$ cat src/source/aluSettings.svh
/*
	ALU execute lane settings
	Data width, carry-select segment width and the micro-op
	command code that routes work to this lane
*/
`ifndef ALU_SETTINGS_SVH
`define ALU_SETTINGS_SVH

// Operand and result width
`define ALU_DATA_WIDTH 64

// Carry-select segment width, 8, 16 or 32 all divide a half word
`define ALU_SEG_WIDTH 16

// Command code in uCmd[5:0] that selects the ALU lane
`define ALU_UCMD_ALU 6'h0A

`endif

$ cat src/source/aluPkg.sv
/*
	ALU lane types
	Operation, width mode and condition code encodings taken
	from the extension byte of the micro-op
*/
package aluPkg;

	// Operation field, uIxt[3:0]
	typedef enum logic [3:0] {
		opAdd   = 4'h0,
		opSub   = 4'h1,
		opAdc   = 4'h2,
		opSbb   = 4'h3,
		opAnd   = 4'h5,
		opOr    = 4'h6,
		opXor   = 4'h7,
		opCselt = 4'hF
	} aluOp;

	// Width field, uIxt[5:4] as {quad, zero-extend}
	typedef enum logic [1:0] {
		modeWordSx = 2'b00,
		modeWordZx = 2'b01,
		modeQuad   = 2'b10,
		modePacked = 2'b11
	} widthMode;

	// Predicate field, uIxt[7:6]
	typedef enum logic [1:0] {
		ccAl = 2'b00,
		ccNv = 2'b01,
		ccCt = 2'b10,
		ccCf = 2'b11
	} condCode;

endpackage

$ cat src/source/aluAddSub.sv
/*
	Carry-select adder/subtractor
	Adds each segment for both carry-ins, then selects segment sums
	into two half-width results and one full-width result
*/
`include "aluSettings.svh"

module aluAddSub (
	input  logic [`ALU_DATA_WIDTH-1:0] a,
	input  logic [`ALU_DATA_WIDTH-1:0] b,
	input  logic                       subtract,
	output logic [`ALU_DATA_WIDTH/2:0] sumLo0,
	output logic [`ALU_DATA_WIDTH/2:0] sumLo1,
	output logic [`ALU_DATA_WIDTH/2:0] sumHi0,
	output logic [`ALU_DATA_WIDTH/2:0] sumHi1,
	output logic [`ALU_DATA_WIDTH:0]   sumQ0,
	output logic [`ALU_DATA_WIDTH:0]   sumQ1
);
	localparam int DataW = `ALU_DATA_WIDTH;
	localparam int HalfW = DataW / 2;
	localparam int SegW = `ALU_SEG_WIDTH;
	localparam int SegCount = DataW / SegW;
	localparam int HalfSegs = SegCount / 2;

	logic [DataW-1:0] bIn;
	logic [SegW:0] segSum0 [SegCount];
	logic [SegW:0] segSum1 [SegCount];

	// Subtract is a + ~b with the carry-in picked by the caller
	assign bIn = subtract ? ~b : b;

	// ##################################################
	// Segment sums for carry-in 0 and 1

	for (genvar s = 0; s < SegCount; s++) begin : gSeg
		assign segSum0[s] = {1'b0, a[s*SegW +: SegW]} + {1'b0, bIn[s*SegW +: SegW]};
		assign segSum1[s] = {1'b0, a[s*SegW +: SegW]} + {1'b0, bIn[s*SegW +: SegW]}
			+ {{SegW{1'b0}}, 1'b1};
	end

	// Ripple the segment carries through one half, msb is carry-out
	function automatic logic [HalfW:0] chainHalf(input int first, input logic cin);
		logic carry;
		logic [HalfW:0] res;
		carry = cin;
		res = '0;
		for (int i = 0; i < HalfSegs; i++) begin
			res[i*SegW +: SegW] = carry ? segSum1[first+i][SegW-1:0]
				: segSum0[first+i][SegW-1:0];
			carry = carry ? segSum1[first+i][SegW] : segSum0[first+i][SegW];
		end
		res[HalfW] = carry;
		return res;
	endfunction

	// ##################################################
	// Half and full width results

	always_comb begin
		sumLo0 = chainHalf(0, 1'b0);
		sumLo1 = chainHalf(0, 1'b1);
		sumHi0 = chainHalf(HalfSegs, 1'b0);
		sumHi1 = chainHalf(HalfSegs, 1'b1);

		// Low carry-out picks the upper half for the full-width sum
		sumQ0 = {sumLo0[HalfW] ? sumHi1 : sumHi0, sumLo0[HalfW-1:0]};
		sumQ1 = {sumLo1[HalfW] ? sumHi1 : sumHi0, sumLo1[HalfW-1:0]};
	end

endmodule

$ cat src/source/aluExecLane.sv
/*
	Secondary integer execute lane
	Decoder, datapath and status writeback with one cycle latency
*/
`include "aluSettings.svh"

module aluExecLane (
	input  logic                       clock,
	input  logic                       rst,
	input  logic                       issue,
	input  logic                       hold,
	input  logic [7:0]                 uCmd,
	input  logic [7:0]                 uIxt,
	input  logic [`ALU_DATA_WIDTH-1:0] valRs,
	input  logic [`ALU_DATA_WIDTH-1:0] valRt,
	output logic                       resultValid,
	output logic [`ALU_DATA_WIDTH-1:0] resultVal,
	output logic                       illegalOp,
	output logic                       srT,
	output logic                       srS
);
	import aluPkg::*;

	logic execute;
	logic illegal;
	aluOp op;
	widthMode mode;
	logic newT;
	logic newS;

	aluOpDecode i_aluOpDecode (
		.issue   (issue),
		.hold    (hold),
		.uCmd    (uCmd),
		.uIxt    (uIxt),
		.curT    (srT),
		.execute (execute),
		.op      (op),
		.mode    (mode),
		.illegal (illegal)
	);

	aluLane i_aluLane (
		.clock     (clock),
		.rst       (rst),
		.hold      (hold),
		.execute   (execute),
		.illegal   (illegal),
		.op        (op),
		.mode      (mode),
		.valRs     (valRs),
		.valRt     (valRt),
		.curT      (srT),
		.curS      (srS),
		.laneValid (resultValid),
		.resultVal (resultVal),
		.newT      (newT),
		.newS      (newS),
		.illegalOp (illegalOp)
	);

	// Forwarded status doubles as the visible SR bits
	aluWriteback i_aluWriteback (
		.clock     (clock),
		.rst       (rst),
		.hold      (hold),
		.laneValid (resultValid),
		.newT      (newT),
		.newS      (newS),
		.curT      (srT),
		.curS      (srS)
	);

endmodule

$ cat src/source/aluLane.sv
/*
	ALU lane datapath
	Picks the operation result, applies the width mode and computes
	the next T/S bits, then registers everything under hold
*/
`include "aluSettings.svh"

module aluLane (
	input  logic                       clock,
	input  logic                       rst,
	input  logic                       hold,
	input  logic                       execute,
	input  logic                       illegal,
	input  aluPkg::aluOp               op,
	input  aluPkg::widthMode           mode,
	input  logic [`ALU_DATA_WIDTH-1:0] valRs,
	input  logic [`ALU_DATA_WIDTH-1:0] valRt,
	input  logic                       curT,
	input  logic                       curS,
	output logic                       laneValid,
	output logic [`ALU_DATA_WIDTH-1:0] resultVal,
	output logic                       newT,
	output logic                       newS,
	output logic                       illegalOp
);
	import aluPkg::*;

	localparam int DataW = `ALU_DATA_WIDTH;
	localparam int HalfW = DataW / 2;

	logic subtract;
	logic cinT;
	logic cinS;
	logic [HalfW:0] sumLo0;
	logic [HalfW:0] sumLo1;
	logic [HalfW:0] sumHi0;
	logic [HalfW:0] sumHi1;
	logic [DataW:0] sumQ0;
	logic [DataW:0] sumQ1;
	logic [HalfW:0] addLo;
	logic [HalfW:0] addHi;
	logic [DataW:0] addQ;
	logic [DataW-1:0] quadRes;
	logic [DataW-1:0] packedRes;
	logic [DataW-1:0] nextVal;
	logic nextT;
	logic nextS;

	// ##################################################
	// Adder and carry-in selection

	assign subtract = (op == opSub) || (op == opSbb);

	aluAddSub i_aluAddSub (
		.a        (valRs),
		.b        (valRt),
		.subtract (subtract),
		.sumLo0   (sumLo0),
		.sumLo1   (sumLo1),
		.sumHi0   (sumHi0),
		.sumHi1   (sumHi1),
		.sumQ0    (sumQ0),
		.sumQ1    (sumQ1)
	);

	// T feeds the low half and quad, S the packed high half
	always_comb begin
		case (op)
			opSub: begin
				cinT = 1'b1;
				cinS = 1'b1;
			end
			opAdc: begin
				cinT = curT;
				cinS = curS;
			end
			opSbb: begin
				cinT = !curT;
				cinS = !curS;
			end
			default: begin
				cinT = 1'b0;
				cinS = 1'b0;
			end
		endcase
	end

	assign addLo = cinT ? sumLo1 : sumLo0;
	assign addHi = cinS ? sumHi1 : sumHi0;
	assign addQ = cinT ? sumQ1 : sumQ0;

	// ##################################################
	// Result select, width mode and status

	always_comb begin
		quadRes = addQ[DataW-1:0];
		packedRes = {addHi[HalfW-1:0], addLo[HalfW-1:0]};
		nextT = curT;
		nextS = curS;

		case (op)
			opAnd: begin
				quadRes = valRs & valRt;
				packedRes = quadRes;
			end
			opOr: begin
				quadRes = valRs | valRt;
				packedRes = quadRes;
			end
			opXor: begin
				quadRes = valRs ^ valRt;
				packedRes = quadRes;
			end
			opCselt: begin
				quadRes = curT ? valRs : valRt;
				packedRes = {curS ? valRs[DataW-1:HalfW] : valRt[DataW-1:HalfW],
					quadRes[HalfW-1:0]};
			end
			opAdc: begin
				nextT = (mode == modeQuad) ? addQ[DataW] : addLo[HalfW];
				nextS = (mode == modePacked) ? addHi[HalfW] : curS;
			end
			opSbb: begin
				// Borrow is the inverted carry-out
				nextT = (mode == modeQuad) ? !addQ[DataW] : !addLo[HalfW];
				nextS = (mode == modePacked) ? !addHi[HalfW] : curS;
			end
			default: ;
		endcase

		case (mode)
			modeWordSx: nextVal = {{HalfW{quadRes[HalfW-1]}}, quadRes[HalfW-1:0]};
			modeWordZx: nextVal = {{HalfW{1'b0}}, quadRes[HalfW-1:0]};
			modeQuad: nextVal = quadRes;
			default: nextVal = packedRes;
		endcase
	end

	// ##################################################
	// Output stage

	always_ff @(posedge clock) begin
		if (rst) begin
			laneValid <= 1'b0;
			illegalOp <= 1'b0;
		end else if (!hold) begin
			laneValid <= execute;
			illegalOp <= illegal;
		end
	end

	always_ff @(posedge clock) begin
		if (!hold) begin
			resultVal <= nextVal;
			newT <= nextT;
			newS <= nextS;
		end
	end

	// Decoder must never hand over an unknown op for execution
	assert property (@(posedge clock) disable iff (rst) execute |-> !$isunknown(op))
		else $error("aluLane: unknown op while executing");

endmodule

$ cat src/source/aluOpDecode.sv
/*
	ALU op decoder
	Accepts a micro-op for this lane, splits the extension byte,
	tests the predicate against T and flags unsupported operations
*/
`include "aluSettings.svh"

module aluOpDecode (
	input  logic             issue,
	input  logic             hold,
	input  logic [7:0]       uCmd,
	input  logic [7:0]       uIxt,
	input  logic             curT,
	output logic             execute,
	output aluPkg::aluOp     op,
	output aluPkg::widthMode mode,
	output logic             illegal
);
	import aluPkg::*;

	logic accepted;
	logic condPass;
	logic legalOp;
	condCode cond;

	always_comb begin
		// uCmd[7:6] holds stage info that this lane ignores
		accepted = issue && !hold && (uCmd[5:0] == `ALU_UCMD_ALU);

		cond = condCode'(uIxt[7:6]);
		mode = widthMode'(uIxt[5:4]);
		op = aluOp'(uIxt[3:0]);

		case (cond)
			ccAl: condPass = 1'b1;
			ccNv: condPass = 1'b0;
			ccCt: condPass = curT;
			default: condPass = !curT;
		endcase

		// Compares, TST, NOR and friends have no datapath here
		case (op)
			opAdd, opSub, opAdc, opSbb: legalOp = 1'b1;
			opAnd, opOr, opXor, opCselt: legalOp = 1'b1;
			default: legalOp = 1'b0;
		endcase

		execute = accepted && condPass && legalOp;
		// An illegal code is reported whatever the predicate says
		illegal = accepted && !legalOp;
	end

endmodule

$ cat src/source/aluWriteback.sv
/*
	ALU status writeback
	Holds the T/S status bits and forwards the lane's pending
	flags until they are committed
*/
module aluWriteback (
	input  logic clock,
	input  logic rst,
	input  logic hold,
	input  logic laneValid,
	input  logic newT,
	input  logic newS,
	output logic curT,
	output logic curS
);
	logic statT;
	logic statS;

	// Commit on the edge that ends the lane result cycle
	always_ff @(posedge clock) begin
		if (rst) begin
			statT <= 1'b0;
			statS <= 1'b0;
		end else if (laneValid && !hold) begin
			statT <= newT;
			statS <= newS;
		end
	end

	// Pending flags win so that ADC/SBB chains see their own carry
	assign curT = laneValid ? newT : statT;
	assign curS = laneValid ? newS : statS;

	assert property (@(posedge clock) disable iff (rst) !$isunknown({curT, curS}))
		else $error("aluWriteback: status bits unknown");

endmodule

$ cat config.mk
export PLATFORM = sky130hd
export DESIGN_NAME = aluExecLane
export DESIGN_NICKNAME = d
export VERILOG_FILES = /design/src/source/aluPkg.sv /design/src/source/aluAddSub.sv /design/src/source/aluExecLane.sv /design/src/source/aluLane.sv /design/src/source/aluOpDecode.sv /design/src/source/aluWriteback.sv
export VERILOG_INCLUDE_DIRS = /design/src /design/src/source
export SDC_FILE = /design/constraint.sdc
export NUM_CORES = 1
export LEC_CHECK = 0
export ABC_AREA = 1
export BUFFER_PORTS_ARGS = -buffer_cell sky130_fd_sc_hd__buf_2
export CAP_MARGIN = 5
export CELL_PAD_IN_SITES_DETAIL_PLACEMENT = 1
export CELL_PAD_IN_SITES_GLOBAL_PLACEMENT = 1
export CORE_MARGIN = 2
export CORE_UTILIZATION = 45
export DETAILED_ROUTE_END_ITERATION = 8
export MAX_ROUTING_LAYER = met4
export PLACE_DENSITY = 0.95
export SLEW_MARGIN = 20
export SYNTH_ARGS = -nofsm -noshare
export SYNTH_HDL_FRONTEND = slang
export SYNTH_SLANG_ARGS = --single-unit
$ cat constraint.sdc
create_clock -name clock -period 6.9 [get_ports clock]
set_input_delay 0.345 -clock clock [delete_from_list [all_inputs] [get_ports clock]]
set_output_delay 0.345 -clock clock [all_outputs]
set_load 0.03 [all_outputs]
## Word-level counts from Yosys, hierarchy flattened

Memories as Yosys holds them, arrays and structs flattened.
Cells that the tools add are included.

| storage, ports and cells | value |
|---|---|
| logic and storage cells | 79 |
| ROM bits | 16 |
| memories | 1 |
| output and inout port bits | 68 |
| bits in registers | 70 |
| input bits | 148 |

| cells by class | value |
|---|---|
| add/sub/neg operators | 8 |
| bitwise logic cells | 4 |
| reductions and logical operators | 16 |
| multiplexer cells | 30 |
| equality and inequality tests | 13 |

Memories:

| memory | depth | bits a word | read ports | clocked after Yosys merged registers in | write ports | line | text |
|---|---|---|---|---|---|---|---|
| (name not given) | 16 | 1 | 1 | 0 | 0 | aluOpDecode.sv:42 | `case (op)` |

Operators by type and width:

| kind | number |
|---|---|
| $pmux 64 s4 | 2 |
| $pmux 64 s3 | 1 |
| $mux 33 | 4 |
| $mux 64 | 2 |
| $add 16x16->17 | 4 |
| $add 17x1->17 const B | 4 |
| $mux 65 | 1 |
| $and 64x64->64 | 1 |
| $mux 16 | 4 |
| $not 64->64 | 1 |
| $or 64x64->64 | 1 |
| $xor 64x64->64 | 1 |
| $mux 32 | 1 |
| $eq 4x3->1 const B | 3 |
| $mux 1 | 10 |
| $pmux 1 s3 | 3 |
| $eq 4x2->1 const B | 2 |
| $logic_not 1->1 | 7 |
| $eq 2x2->1 const B | 3 |
| $eq 6x4->1 const B | 1 |
| $logic_and 1x1->1 | 6 |
| $eq 2x1->1 const B | 2 |
| $eq 4x1->1 const B | 1 |
| $eq 4x4->1 const B | 1 |
| 3 further kinds | 5 |

## Depth between registers and ports, before layout

Gate-level depths: netlist of the first run.

| logic depth | value |
|---|---|
| depth in word-level cells | 11 |
| depth in mapped cells | 31 |
| depth with buffers taken out | 28 |

## Hierarchy

Synthesis of the first run repeated with hierarchy kept, for this count alone.

| second synthesis, totals | value |
|---|---|
| cell total of the unflattened synthesis | 3647 |
| area, all modules | 20464.6 um^2 |

Modules (own cells, without submodules):

| module | sequential area each (um^2) | cells an instance | area each (um^2) | instances |
|---|---|---|---|---|
| aluLane | 2021.9 | 1940 | 11633.7 | 1 |
| aluAddSub | 0.0 | 1659 | 8573.2 | 1 |
| aluOpDecode | 0.0 | 29 | 146.4 | 1 |
| aluWriteback | 40.0 | 19 | 111.4 | 1 |

## Worst setup path before layout of the first run

No wires, ideal clock.

| timing | value |
|---|---|
| path type | input -> register |
| start point | input uIxt[3] |
| end point | register i_aluLane.resultVal[63] (data pin) |
| required time | 6.640 ns |
| path slack | 2.520 ns |
| buffers on the path | 3 |
| library setup time | 0.260 ns |
| stages | 27 |
| arrival | 4.120 ns |
| cell sequence | nor2_1 -> inv_1 -> nor2_1 -> buf_1 -> buf_1 -> xor2_1 -> ha_1 -> inv_1 -> fa_1 -> inv_1 -> ha_1 -> inv_1 -> nor2_1 -> nand3_1 -> nor2_1 -> nand3_4 -> nor2_8 -> nand3_2 -> nand2_4 -> nand2_4 -> buf_6 -> nand2_1 -> nand3_1 -> nand3_1 -> nand2_1 -> nand2_1 -> nand3_1 |

| between the ends | value |
|---|---|
| longest elaborated chain between the ends | 10 |
| elaborated cells between the ends (all ways) | 32 |
| those cells by class | add/sub: 8; eq/ne: 7; mux: 16; reduce/logical: 1 |

RTL lines:

| item | line | text |
|---|---|---|
| start: declaration | aluExecLane.sv:13 | `input logic [7:0] uIxt,` |
| $eq 4x1->1 / $eq 4x2->1 (equally long branches) | aluLane.sv:52, aluLane.sv:68 |  |
| $logic_or 1x1->1 | aluLane.sv:52 | `assign subtract = (op == opSub) \|\| (op == opSbb);` |
| $mux 64 | aluAddSub.sv:30 | `assign bIn = subtract ? ~b : b;` |
| $add 16x16->17 | aluAddSub.sv:36, aluAddSub.sv:37 |  |
| $add 17x1->17 | aluAddSub.sv:38 | `+ {{SegW{1'b0}}, 1'b1};` |
| $mux 16 / $mux 1 (equally long branches) | aluAddSub.sv:48, aluAddSub.sv:50 |  |
| $mux 33, on equally long branches | aluAddSub.sv:66, aluAddSub.sv:67 |  |
| $mux 65 | aluLane.sv:90 | `assign addQ = cinT ? sumQ1 : sumQ0;` |
| $pmux 64 s4 | aluLane.sv:101 | `case (op)` |
| $pmux 64 s3 (*) | aluLane.sv:131 | `case (mode)` |
| net i_aluLane.nextVal[63] | aluLane.sv:45 | `logic [DataW-1:0] nextVal;` |
| end signal: assignment | aluLane.sv:154 | `resultVal <= nextVal;` |
| end: declaration | aluLane.sv:21 | `` output logic [`ALU_DATA_WIDTH-1:0] resultVal, `` |

The timed path passes the listed nets; every way through them passes the cells marked *.
A chain may end at the register's enable or synchronous reset.

## Worst setup path after layout of the first run

| timing | value |
|---|---|
| start point | input uIxt[3] |
| end point | register i_aluLane.resultVal[44] (data pin) |

| between the ends | value |
|---|---|
| longest elaborated chain between the ends | 10 |
| elaborated cells between the ends (all ways) | 28 |
| those cells by class | add/sub: 6; eq/ne: 7; mux: 14; reduce/logical: 1 |

RTL lines:

| item | line | text |
|---|---|---|
| $eq 4x1->1 / $eq 4x2->1 (equally long branches) | aluLane.sv:52, aluLane.sv:68 |  |
| $logic_or 1x1->1 | aluLane.sv:52 |  |
| $mux 64 | aluAddSub.sv:30 |  |
| $add 16x16->17 | aluAddSub.sv:36, aluAddSub.sv:37 |  |
| $add 17x1->17 | aluAddSub.sv:38 |  |
| $mux 1 | aluAddSub.sv:50 | `carry = carry ? segSum1[first+i][SegW] : segSum0[first+i][SegW];` |
| $mux 33, on equally long branches | aluAddSub.sv:66, aluAddSub.sv:67 |  |
| $mux 65 | aluLane.sv:90 |  |
| $pmux 64 s4 | aluLane.sv:101 |  |
| $pmux 64 s3 (*) | aluLane.sv:131 |  |
| net i_aluLane.nextVal[44] | aluLane.sv:45 |  |

Marks and branches as above.

==> flow_metrics.env, run 1 <==
export IMPL_status="finished, final reports clean"
export IMPL_dpl_hpwl_mm=49.6
export IMPL_p_sw_frac=0.539
export IMPL_cts_resized=0
export IMPL_synth_seq_cells=70
export IMPL_synth_top_area_frac=0.180
export IMPL_yosys_top_cells_area="nand2_1, ha_1, edfxtp_1"
export IMPL_critPathKind="in2reg"
export IMPL_ys_types=58
export IMPL_drive_gt1_frac=0.113
export IMPL_clock_fmax_ghz=0.193
export IMPL_numPlacedInstances=3357
export IMPL_htreeDepth=3
export IMPL_arrival_ns=5.25
export IMPL_cts_root_buffer="clkbuf_16"
export IMPL_hold_viol=0
export IMPL_post_drt_wl_per_cell_um=19.9
export IMPL_peakVddDrop_mv=0.133
export IMPL_rr_startpoint="i_aluLane.laneValid"
export IMPL_startpoint="uIxt[3]"
export IMPL_p_leak_nw=10.0
export IMPL_synth_enable_flop_cells=66
export IMPL_grt_max_degree=82
export IMPL_coreArea_mm2=0.0357
export IMPL_p_comb_frac=0.642
export IMPL_synth_ff_type="edfxtp_1"
export IMPL_timing_final_ws_setup_ns=1.72
export IMPL_area_delta_synth_final_pct=10.2
export IMPL_fp_row_count=69
export IMPL_reg2reg_depth=10
export IMPL_wl_met1_mm=28.7
export IMPL_drc=0
export IMPL_power_mw=3.01
export IMPL_grt_pass1_vias=20700
export IMPL_ant_nets=0
export IMPL_placed_cell_area_mm2=0.0177
export IMPL_fin_skew_ns=0.0104
export IMPL_die_width_um=195
export IMPL_tightest_slew_ns=1.13
export IMPL_final_util=0.506
export IMPL_max_slew_margin=0.243
export IMPL_grt_ovfl_total=0
export IMPL_dieArea_mm2=0.0379
export IMPL_clkPwrFrac=0.163
export IMPL_syn_num_nets=3122
export IMPL_track_usage=0.359
export IMPL_nFillCells=5133
export IMPL_antenna_found_initial=8
export IMPL_top_layer="met4"
export IMPL_start_util=0.459
export IMPL_wl_met2_mm=31.4
export IMPL_cts_tree="yes"
export IMPL_cts_inserted_buffers=9
export IMPL_clkLatencyLatePin_ns=0.37
export IMPL_power_density_mw_per_mm2=167
export IMPL_drt_iter0_markers=1368
export IMPL_max_cap_violations=0
export IMPL_tns_ns=0
export IMPL_synthArstFlopShare=0
export IMPL_synthCells=2771
export IMPL_drtPass1Iterations=5
export IMPL_required_ns=6.97
export IMPL_cts_hold_buffers=0
export IMPL_yosysTopAreaCell="nand2_1"
export IMPL_layoutNonFillerInstCount=3382
export IMPL_postSynthAreaPerCell_um2=5.90
export IMPL_slew_violations=0
export IMPL_wl_mm=67.3
export IMPL_design_area_mm2=0.0180
export IMPL_holdCritStartpoint="rst"
export IMPL_syn_cell_area_mm2=0.0164
export IMPL_ys_seq_area_frac=0.126
export IMPL_port_buffers=213
export IMPL_cts_max_path_buffers=2
export IMPL_crit_path_end_kind="register"
export IMPL_hold_class="in2reg"
export IMPL_worstPathMaxFanout=33
export IMPL_rsz0062_at_grt="false"
export IMPL_vias=19800
export IMPL_clkTransAtPathRegs_ns=0.07
export IMPL_grt_first_pass_wirelength_mm=107
export IMPL_min_period_ns=5.18
export IMPL_power_net_switching_mw=1.62
export IMPL_critPathLaunchType="input port"
export IMPL_gp_congestion=0.951
export IMPL_whs_path_depth=2
export IMPL_cts_sinks=70
export IMPL_layout_nets=3258
export IMPL_hold_slack_ns=0.198
export IMPL_dr_wl_met3_mm=4.42
export IMPL_report_final_setup_viol=0
export IMPL_pwr_share_seq=0.195
export IMPL_viasPerCell=5.85
export IMPL_cellInternalPower_mw=1.39
export IMPL_ios=216
export IMPL_pre_cts_slack_ns=1.54
export IMPL_postCtsSetupBuffers=0
export IMPL_die_y_um=195
export IMPL_ys_warn_count=0
export IMPL_fin_crit_sh=0.751
## layout by cell type (no fill, tap or decap), types with 20 or more instances in the layout
cell and n:
a211oi_1 23, a21oi_1 128, buf_2 213, buf_4 20
edfxtp_1 66, ha_1 199, inv_1 442, nand2_1 783
nand3_1 304, nand4_1 24, nor2_1 145, o211ai_1 20
o21ai_0 202, xor2_1 93
## worst paths after layout
check                            endpoint  slack (ns)
setup / recovery  i_aluLane.resultVal[44]        1.72
hold / removal       i_aluWriteback.statT        0.20
setup reg to reg  i_aluLane.resultVal[44]        2.70
hold reg to reg      i_aluWriteback.statT        0.51
## worst max-delay path, stage by stage
cell     delay [ns]
buf_2          0.12
nor2_1         0.20
inv_1          0.12
nor2_4         0.21
buf_4          0.45
xor2_1         0.19
fa_1           0.45
inv_1          0.12
nand3_1        0.08
nand2_1        0.13
nand2_1        0.09
nand2_1        0.14
nand2_1        0.09
nand2_2        0.12
nand3_1        0.12
nor2_2         0.28
nand3_2        0.15
nand2_4        0.13
nand2_4        0.12
nand2_1        0.10
nand3_2        0.73
nand3_1        0.32
nand3_1        0.14
nand2_1        0.12
nand3_1        0.12
## layout make-up
class / instances / area [um^2] / area share
clock inverter: 7 / 55.1 / 0.00305
sequential: 70 / 2060 / 0.114
timing repair buffer: 233 / 1220 / 0.0675
clock buffer: 9 / 225 / 0.0125
inverter: 464 / 1740 / 0.0967
multi-input combinational: 2129 / 12100 / 0.673
antenna: 9 / 22.5 / 0.00125
tap: 461 / 577 / 0.0320
## cell families after synthesis
| group | synth area share |
|---|---|
| buffers and inverters | 0.136 |
| xor gates and xnor gates | 0.0552 |
| AOI/OAI and AO/OA | 0.158 |
| DFF | 0.126 |
| and+or+nand+nor | 0.368 |
| adders and majority gates | 0.157 |
## power groups by stage
stage	clock network (mW)	logic, mW	registers [mW]
final	0.490	1.94	0.588
after global routing	0.507	2.14	0.592
after CTS	0.491	1.91	0.587
after floorplan	0	1.21	0.717
after detailed placement	0	1.89	0.595
after global placement	0	1.79	0.591
## cell usage after synthesis (21+ instances only)
cell type    n
a21oi_1    128
edfxtp_1    66
inv_1      444
clkbuf_1    67
nor2_1     149
xor2_1      93
a211oi_1    23
nand4_1     24
ha_1       199
nor3_1      21
o21ai_0    203
nand2_1    783
nand3_1    304
## sequential cells by signal, indices dropped and copies added (netlist names)
| signal | cells |
|---|---|
| i_aluLane.resultVal | 64 |
| i_aluLane.illegalOp | 1 |
| i_aluLane.laneValid | 1 |
| i_aluLane.newS | 1 |
| i_aluLane.newT | 1 |
| i_aluWriteback.statS | 1 |
| i_aluWriteback.statT | 1 |
## metal layers
metal | up-vias | global-route usage
met5 | - | -
met4 | 0 | 0.167
met3 | 199 | 0.0394
met2 | 788 | 0.596
met1 | 9533 | 0.437
li1 | 9274 | -
(Power assumes the default switching activity.)
==> run 2, diff against run 1 <==
--- a/config.mk
+++ b/config.mk
@@ -12,10 +12,10 @@
 export CELL_PAD_IN_SITES_DETAIL_PLACEMENT = 1
 export CELL_PAD_IN_SITES_GLOBAL_PLACEMENT = 1
 export CORE_MARGIN = 2
-export CORE_UTILIZATION = 45
+export CORE_UTILIZATION = 42
 export DETAILED_ROUTE_END_ITERATION = 8
 export MAX_ROUTING_LAYER = met4
-export PLACE_DENSITY = 0.95
+export PLACE_DENSITY = 0.91
 export SLEW_MARGIN = 20
 export SYNTH_ARGS = -nofsm -noshare
 export SYNTH_HDL_FRONTEND = slang
==> constraint.sdc (replaced) <==
create_clock -name clock -period 5.25 [get_ports clock]
set_input_delay 0.2625 -clock clock [delete_from_list [all_inputs] [get_ports clock]]
set_output_delay 0.2625 -clock clock [all_outputs]
set_load 0.03 [all_outputs]
==> run 2 against run 1 <==
Non-clock buffer count up 8. Wire length up 0.15%. Register-to-register slack worse by 1.1 ns. Global-route usage down 2.0 points. Combinational power up 31%. Setup slack worse by 0.90 ns. Core utilization down 3.4 points. Critical path type unchanged. Largest power group unchanged.
==> flow_metrics.env, run 2 (same netlist as run 1, synthesis figures left out) <==
export IMPL_clkPwrFrac=0.170
export IMPL_design_area_mm2=0.0182
export IMPL_coreArea_mm2=0.0386
export IMPL_pwr_share_seq=0.192
export IMPL_tns_ns=0
export IMPL_wl_mm=67.4
export IMPL_critPathLaunchType="input port"
export IMPL_arrival_ns=4.56
export IMPL_cts_sinks=70
export IMPL_timing_final_ws_setup_ns=0.817
export IMPL_nFillCells=5539
export IMPL_clkLatencyLatePin_ns=0.41
export IMPL_drt_iter0_markers=1206
export IMPL_gp_congestion=0.945
export IMPL_htreeDepth=3
export IMPL_grt_max_degree=69
export IMPL_clock_fmax_ghz=0.226
export IMPL_track_usage=0.339
export IMPL_grt_ovfl_total=0
export IMPL_max_slew_margin=0.229
export IMPL_power_mw=3.99
export IMPL_multi_input_area_mm2=0.0121
export IMPL_critPathKind="in2reg"
export IMPL_layout_nets=3266
export IMPL_area_delta_synth_final_pct=11.1
export IMPL_worstPathMaxFanout=17
export IMPL_layoutNonFillerInstCount=3448
export IMPL_cellInternalPower_mw=1.88
export IMPL_rsz0062_at_grt="false"
export IMPL_peakVddDrop_mv=0.147
export IMPL_dpl_hpwl_mm=51.0
export IMPL_start_util=0.424
export IMPL_port_buffers=213
export IMPL_ios=216
export IMPL_cts_hold_buffers=0
export IMPL_numPlacedInstances=3422
export IMPL_p_leak_nw=10.1
export IMPL_cts_tree="yes"
export IMPL_final_cell_mix="nand2_1, inv_1, nand3_1, buf_2, o21ai_0"
export IMPL_max_cap_violations=0
export IMPL_drc=0
export IMPL_hold_class="in2reg"
export IMPL_p_comb_frac=0.638
export IMPL_vias=19600
export IMPL_fin_skew_ns=0.0252
export IMPL_report_final_setup_viol=0
export IMPL_grt_first_pass_wirelength_mm=107
export IMPL_hold_viol=0
export IMPL_viasPerCell=5.67
export IMPL_cts_max_path_buffers=2
export IMPL_tightest_slew_ns=1.15
export IMPL_seqCellArea_mm2=0.00206
export IMPL_postCtsSetupBuffers=0
export IMPL_required_ns=5.38
export IMPL_largest_reg_flops=64
export IMPL_fin_crit_sh=0.844
export IMPL_dieArea_mm2=0.0405
export IMPL_ant_nets=0
export IMPL_hold_slack_ns=0.140
export IMPL_grt_pass1_vias=20700
export IMPL_largest_register="i_aluLane.resultVal"
export IMPL_min_period_ns=4.43
export IMPL_cts_resized=0
export IMPL_drive_gt1_frac=0.115
export IMPL_power_net_switching_mw=2.11
export IMPL_placed_cell_area_mm2=0.0179
export IMPL_post_drt_wl_per_cell_um=19.5
export IMPL_pre_cts_slack_ns=0.455
export IMPL_cts_inserted_buffers=9
export IMPL_cts_root_buffer="clkbuf_16"
export IMPL_status="finished, final reports clean"
export IMPL_die_y_um=201
export IMPL_antenna_found_initial=7
export IMPL_fp_row_count=72
export IMPL_die_width_um=201
export IMPL_p_sw_frac=0.530
export IMPL_clkTransAtPathRegs_ns=0.07
export IMPL_layout_commonest_cell="nand2_1"
export IMPL_crit_path_end_kind="register"
export IMPL_power_density_mw_per_mm2=220
export IMPL_drtPass1Iterations=5
export IMPL_slew_violations=0
export IMPL_final_util=0.471
run 2: final cells by class:
cell class | instances | area share
Clock inverter | 4 | 0.00269
Inverter | 464 | 0.0959
Antenna cell | 11 | 0.00151
Sequential cell | 70 | 0.113
Multi-Input combinational cell | 2129 | 0.667
Tap cell | 518 | 0.0357
Timing Repair Buffer | 241 | 0.0709
Clock buffer | 11 | 0.0128
run 2: worst paths after layout:
path,from,to,slack (ns),cells after the start
max reg2reg,i_aluLane.laneValid,i_aluLane.resultVal[14],1.64,16
max,uIxt[3],i_aluLane.resultVal[62],0.82,25
min,rst,i_aluLane.laneValid,0.14,2
min reg2reg,i_aluWriteback.statT,i_aluWriteback.statT,0.52,2
run 2: power groups by stage:
stage	logic [mW]	registers [mW]	clock network [mW]
floorplan	1.59	0.942	0
global placement	2.37	0.777	0
detailed placement	2.50	0.780	0
CTS	2.51	0.769	0.683
global route	2.83	0.776	0.693
finish	2.55	0.768	0.678
run 2: routing by layer:
metal | vias to the layer above | share of wire | global-route usage
li1 | 9308 | - | -
met1 | 9426 | 0.43 | 0.401
met2 | 659 | 0.47 | 0.571
met3 | 167 | 0.063 | 0.0534
met4 | 0 | 0.038 | 0.142
met5 | - | 0 | -
run 2: worst max-delay path, cell delays in order:
cell and delay (ns):
buf_2 0.13, nor2_1 0.19, inv_1 0.11, nor2_4 0.19
buf_4 0.23, buf_4 0.31, xor2_1 0.28, fa_1 0.50
inv_1 0.12, ha_1 0.20, inv_1 0.05, nor2_1 0.11
nand3_1 0.16, nor2_1 0.23, nand3_4 0.14, nor2_8 0.16
nand3_2 0.13, nand2_4 0.22, nand2_4 0.21, nand2_1 0.11
nand2_1 0.08, nor2_1 0.15, o21ai_1 0.09, nand2_1 0.08
nand3_1 0.07
==> run 3, diff against run 2 <==
==> constraint.sdc (replaced) <==
create_clock -name clock -period 4.15 [get_ports clock]
set_input_delay 0.2075 -clock clock [delete_from_list [all_inputs] [get_ports clock]]
set_output_delay 0.2075 -clock clock [all_outputs]
set_load 0.03 [all_outputs]
==> run 3 against run 2 <==
Critical path depth rose by 5. Sequential power rose by 26%. Flip-flop and latch count did not move. Highest routed layer unchanged. First-iteration DRC count rose by 1.9%. Register-to-register slack got worse by 0.86 ns. Combinational power rose by 40%. Setup slack got worse by 0.60 ns. Final area rose by 5.4%. Via count rose by 3.4%. Power rose by 37%.
==> flow_metrics.env, run 3 (same netlist as run 1, synthesis figures left out) <==
export IMPL_wl_mm=70.0
export IMPL_seqCellArea_mm2=0.00206
export IMPL_layout_nets=3376
export IMPL_globalRouteMet3Util=0.0499
export IMPL_layout_commonest_cell="nand2_1"
export IMPL_slowest_delay_ns=0.47
export IMPL_numPlacedInstances=3530
export IMPL_cts_sinks=70
export IMPL_coreArea_mm2=0.0386
export IMPL_reg2reg_depth=13
export IMPL_dieArea_mm2=0.0405
export IMPL_htreeDepth=3
export IMPL_antenna_found_initial=5
export IMPL_largest_register="i_aluLane.resultVal"
export IMPL_reg2reg_to="i_aluLane.resultVal[14]"
export IMPL_report_final_setup_viol=0
export IMPL_clkTransAtPathRegs_ns=0.08
export IMPL_ios=216
export IMPL_cts_max_path_buffers=2
export IMPL_track_usage=0.351
export IMPL_grt_ovfl_total=0
export IMPL_cts_root_buffer="clkbuf_16"
export IMPL_ant_nets=0
export IMPL_clock_fmax_ghz=0.254
export IMPL_met2_usage=0.585
export IMPL_p_leak_nw=10.7
export IMPL_post_drt_wl_per_cell_um=19.7
export IMPL_hold_viol=0
export IMPL_fp_row_count=72
export IMPL_drtPass1Iterations=5
export IMPL_die_width_um=201
export IMPL_grtUsageMet1=0.415
export IMPL_whs_path_depth=2
export IMPL_fin_skew_ns=0.0166
export IMPL_area_delta_synth_final_pct=17.1
export IMPL_start_util=0.424
export IMPL_vias=20200
export IMPL_grt_pass1_vias=21700
export IMPL_worst_r2r_setup_slack_ns=0.78
export IMPL_holdCritStartpoint="rst"
export IMPL_startpoint="uIxt[3]"
export IMPL_status="finished, final reports clean"
export IMPL_port_buffers=213
export IMPL_cts_inserted_buffers=9
export IMPL_hold_class="in2reg"
export IMPL_drc=0
export IMPL_die_y_um=201
export IMPL_power_mw=5.45
export IMPL_layoutNonFillerInstCount=3554
export IMPL_worstPathMaxFanout=7
export IMPL_peakVddDrop_mv=0.245
export IMPL_power_density_mw_per_mm2=285
export IMPL_grt_max_degree=104
export IMPL_cp_common_cell="nand2_1"
export IMPL_critPathKind="in2reg"
export IMPL_required_ns=4.27
export IMPL_nFillCells=5563
export IMPL_slew_violations=0
export IMPL_crit_path_end_kind="register"
export IMPL_dpl_hpwl_mm=53.0
export IMPL_min_period_ns=3.93
export IMPL_multi_input_area_mm2=0.0122
export IMPL_crit_path_top_delay_cell="fa_1"
export IMPL_final_cell_mix="nand2_1, inv_1, nand3_1, buf_2, o21ai_0"
export IMPL_rr_startpoint="i_aluLane.laneValid"
export IMPL_hold_slack_ns=0.0467
export IMPL_viasPerCell=5.69
export IMPL_fin_crit_sh=0.948
export IMPL_gp_congestion=0.990
export IMPL_grt_first_pass_wirelength_mm=111
export IMPL_max_slew_margin=0.280
export IMPL_arrival_ns=4.05
export IMPL_cp_endpoint="i_aluLane.resultVal[63]"
export IMPL_critPathLaunchType="input port"
export IMPL_grt_busiest_layer="met2"
export IMPL_tightest_slew_ns=1.08
export IMPL_max_cap_violations=0
export IMPL_clkLatencyLatePin_ns=0.40
export IMPL_drt_iter0_markers=1229
export IMPL_cts_tree="yes"
export IMPL_drive_gt1_frac=0.151
export IMPL_cts_hold_buffers=0
export IMPL_largest_reg_flops=64
run 3: cell count changes in the layout (fill, tap and decap cells not counted), moves of 3 or more:
cell        delta
buf_12         +8
buf_4        +101
clkinvlp_4     +3
diode_2        -5
nor2_1         -5
nor2_2         +5
run 3: through the flow:
step	instance area, um^2	setup TNS [ns]	worst slack, ns	util
floorplan	16400	0	0.00742	-
global placement	18800	-0.227	-0.0758	0.487
detailed placement	18800	-4.82	-0.306	0.487
CTS	19100	0	0.0979	0.495
global route	19200	-0.0192	-0.0192	0.497
finish	19200	0	0.217	0.497
run 3: critical path, delay by kind of cell:
family | cells | cell delay [ns]
adders and majority gates | 2 | 0.73
xor gates and xnor gates | 1 | 0.20
and+or+nand+nor | 20 | 2.16
buffers and inverters | 7 | 0.77
run 3: area by class of cell:
class,instances,share of cell area
Inverter,464,0.0912
Clock inverter,6,0.00451
Timing Repair Buffer,351,0.116
Sequential cell,70,0.108
Tap cell,518,0.0338
Multi-Input combinational cell,2129,0.634
Antenna cell,6,0.000784
Clock buffer,10,0.0120
run 3: layer usage:
metal  wire, um  part of all wire
met3       4340             0.062
met1      29500              0.42
met4       3000             0.043
met2      33100              0.47
met5          0                 0
run 3: how the worst min path moves through the flow:
stage | slack [ns] | end
floorplan | 0.28 | i_aluWriteback.statT
global placement | 0.46 | i_aluWriteback.statT
detailed placement | 0.47 | i_aluLane.laneValid
CTS | 0.03 | i_aluLane.laneValid
global route | 0.06 | i_aluWriteback.statT
finish | 0.05 | i_aluLane.laneValid
run 3: what timing repair did:
action                     in CTS  in global routing
buffers inserted                0                  2
resized for setup               0                 16
setup endpoints to repair       0                 43
run 3: power breakdown:
part | switching, mW | internal, mW
Sequential | 0.0425 | 0.925
Clock | 0.406 | 0.525
Combinational | 2.34 | 1.21
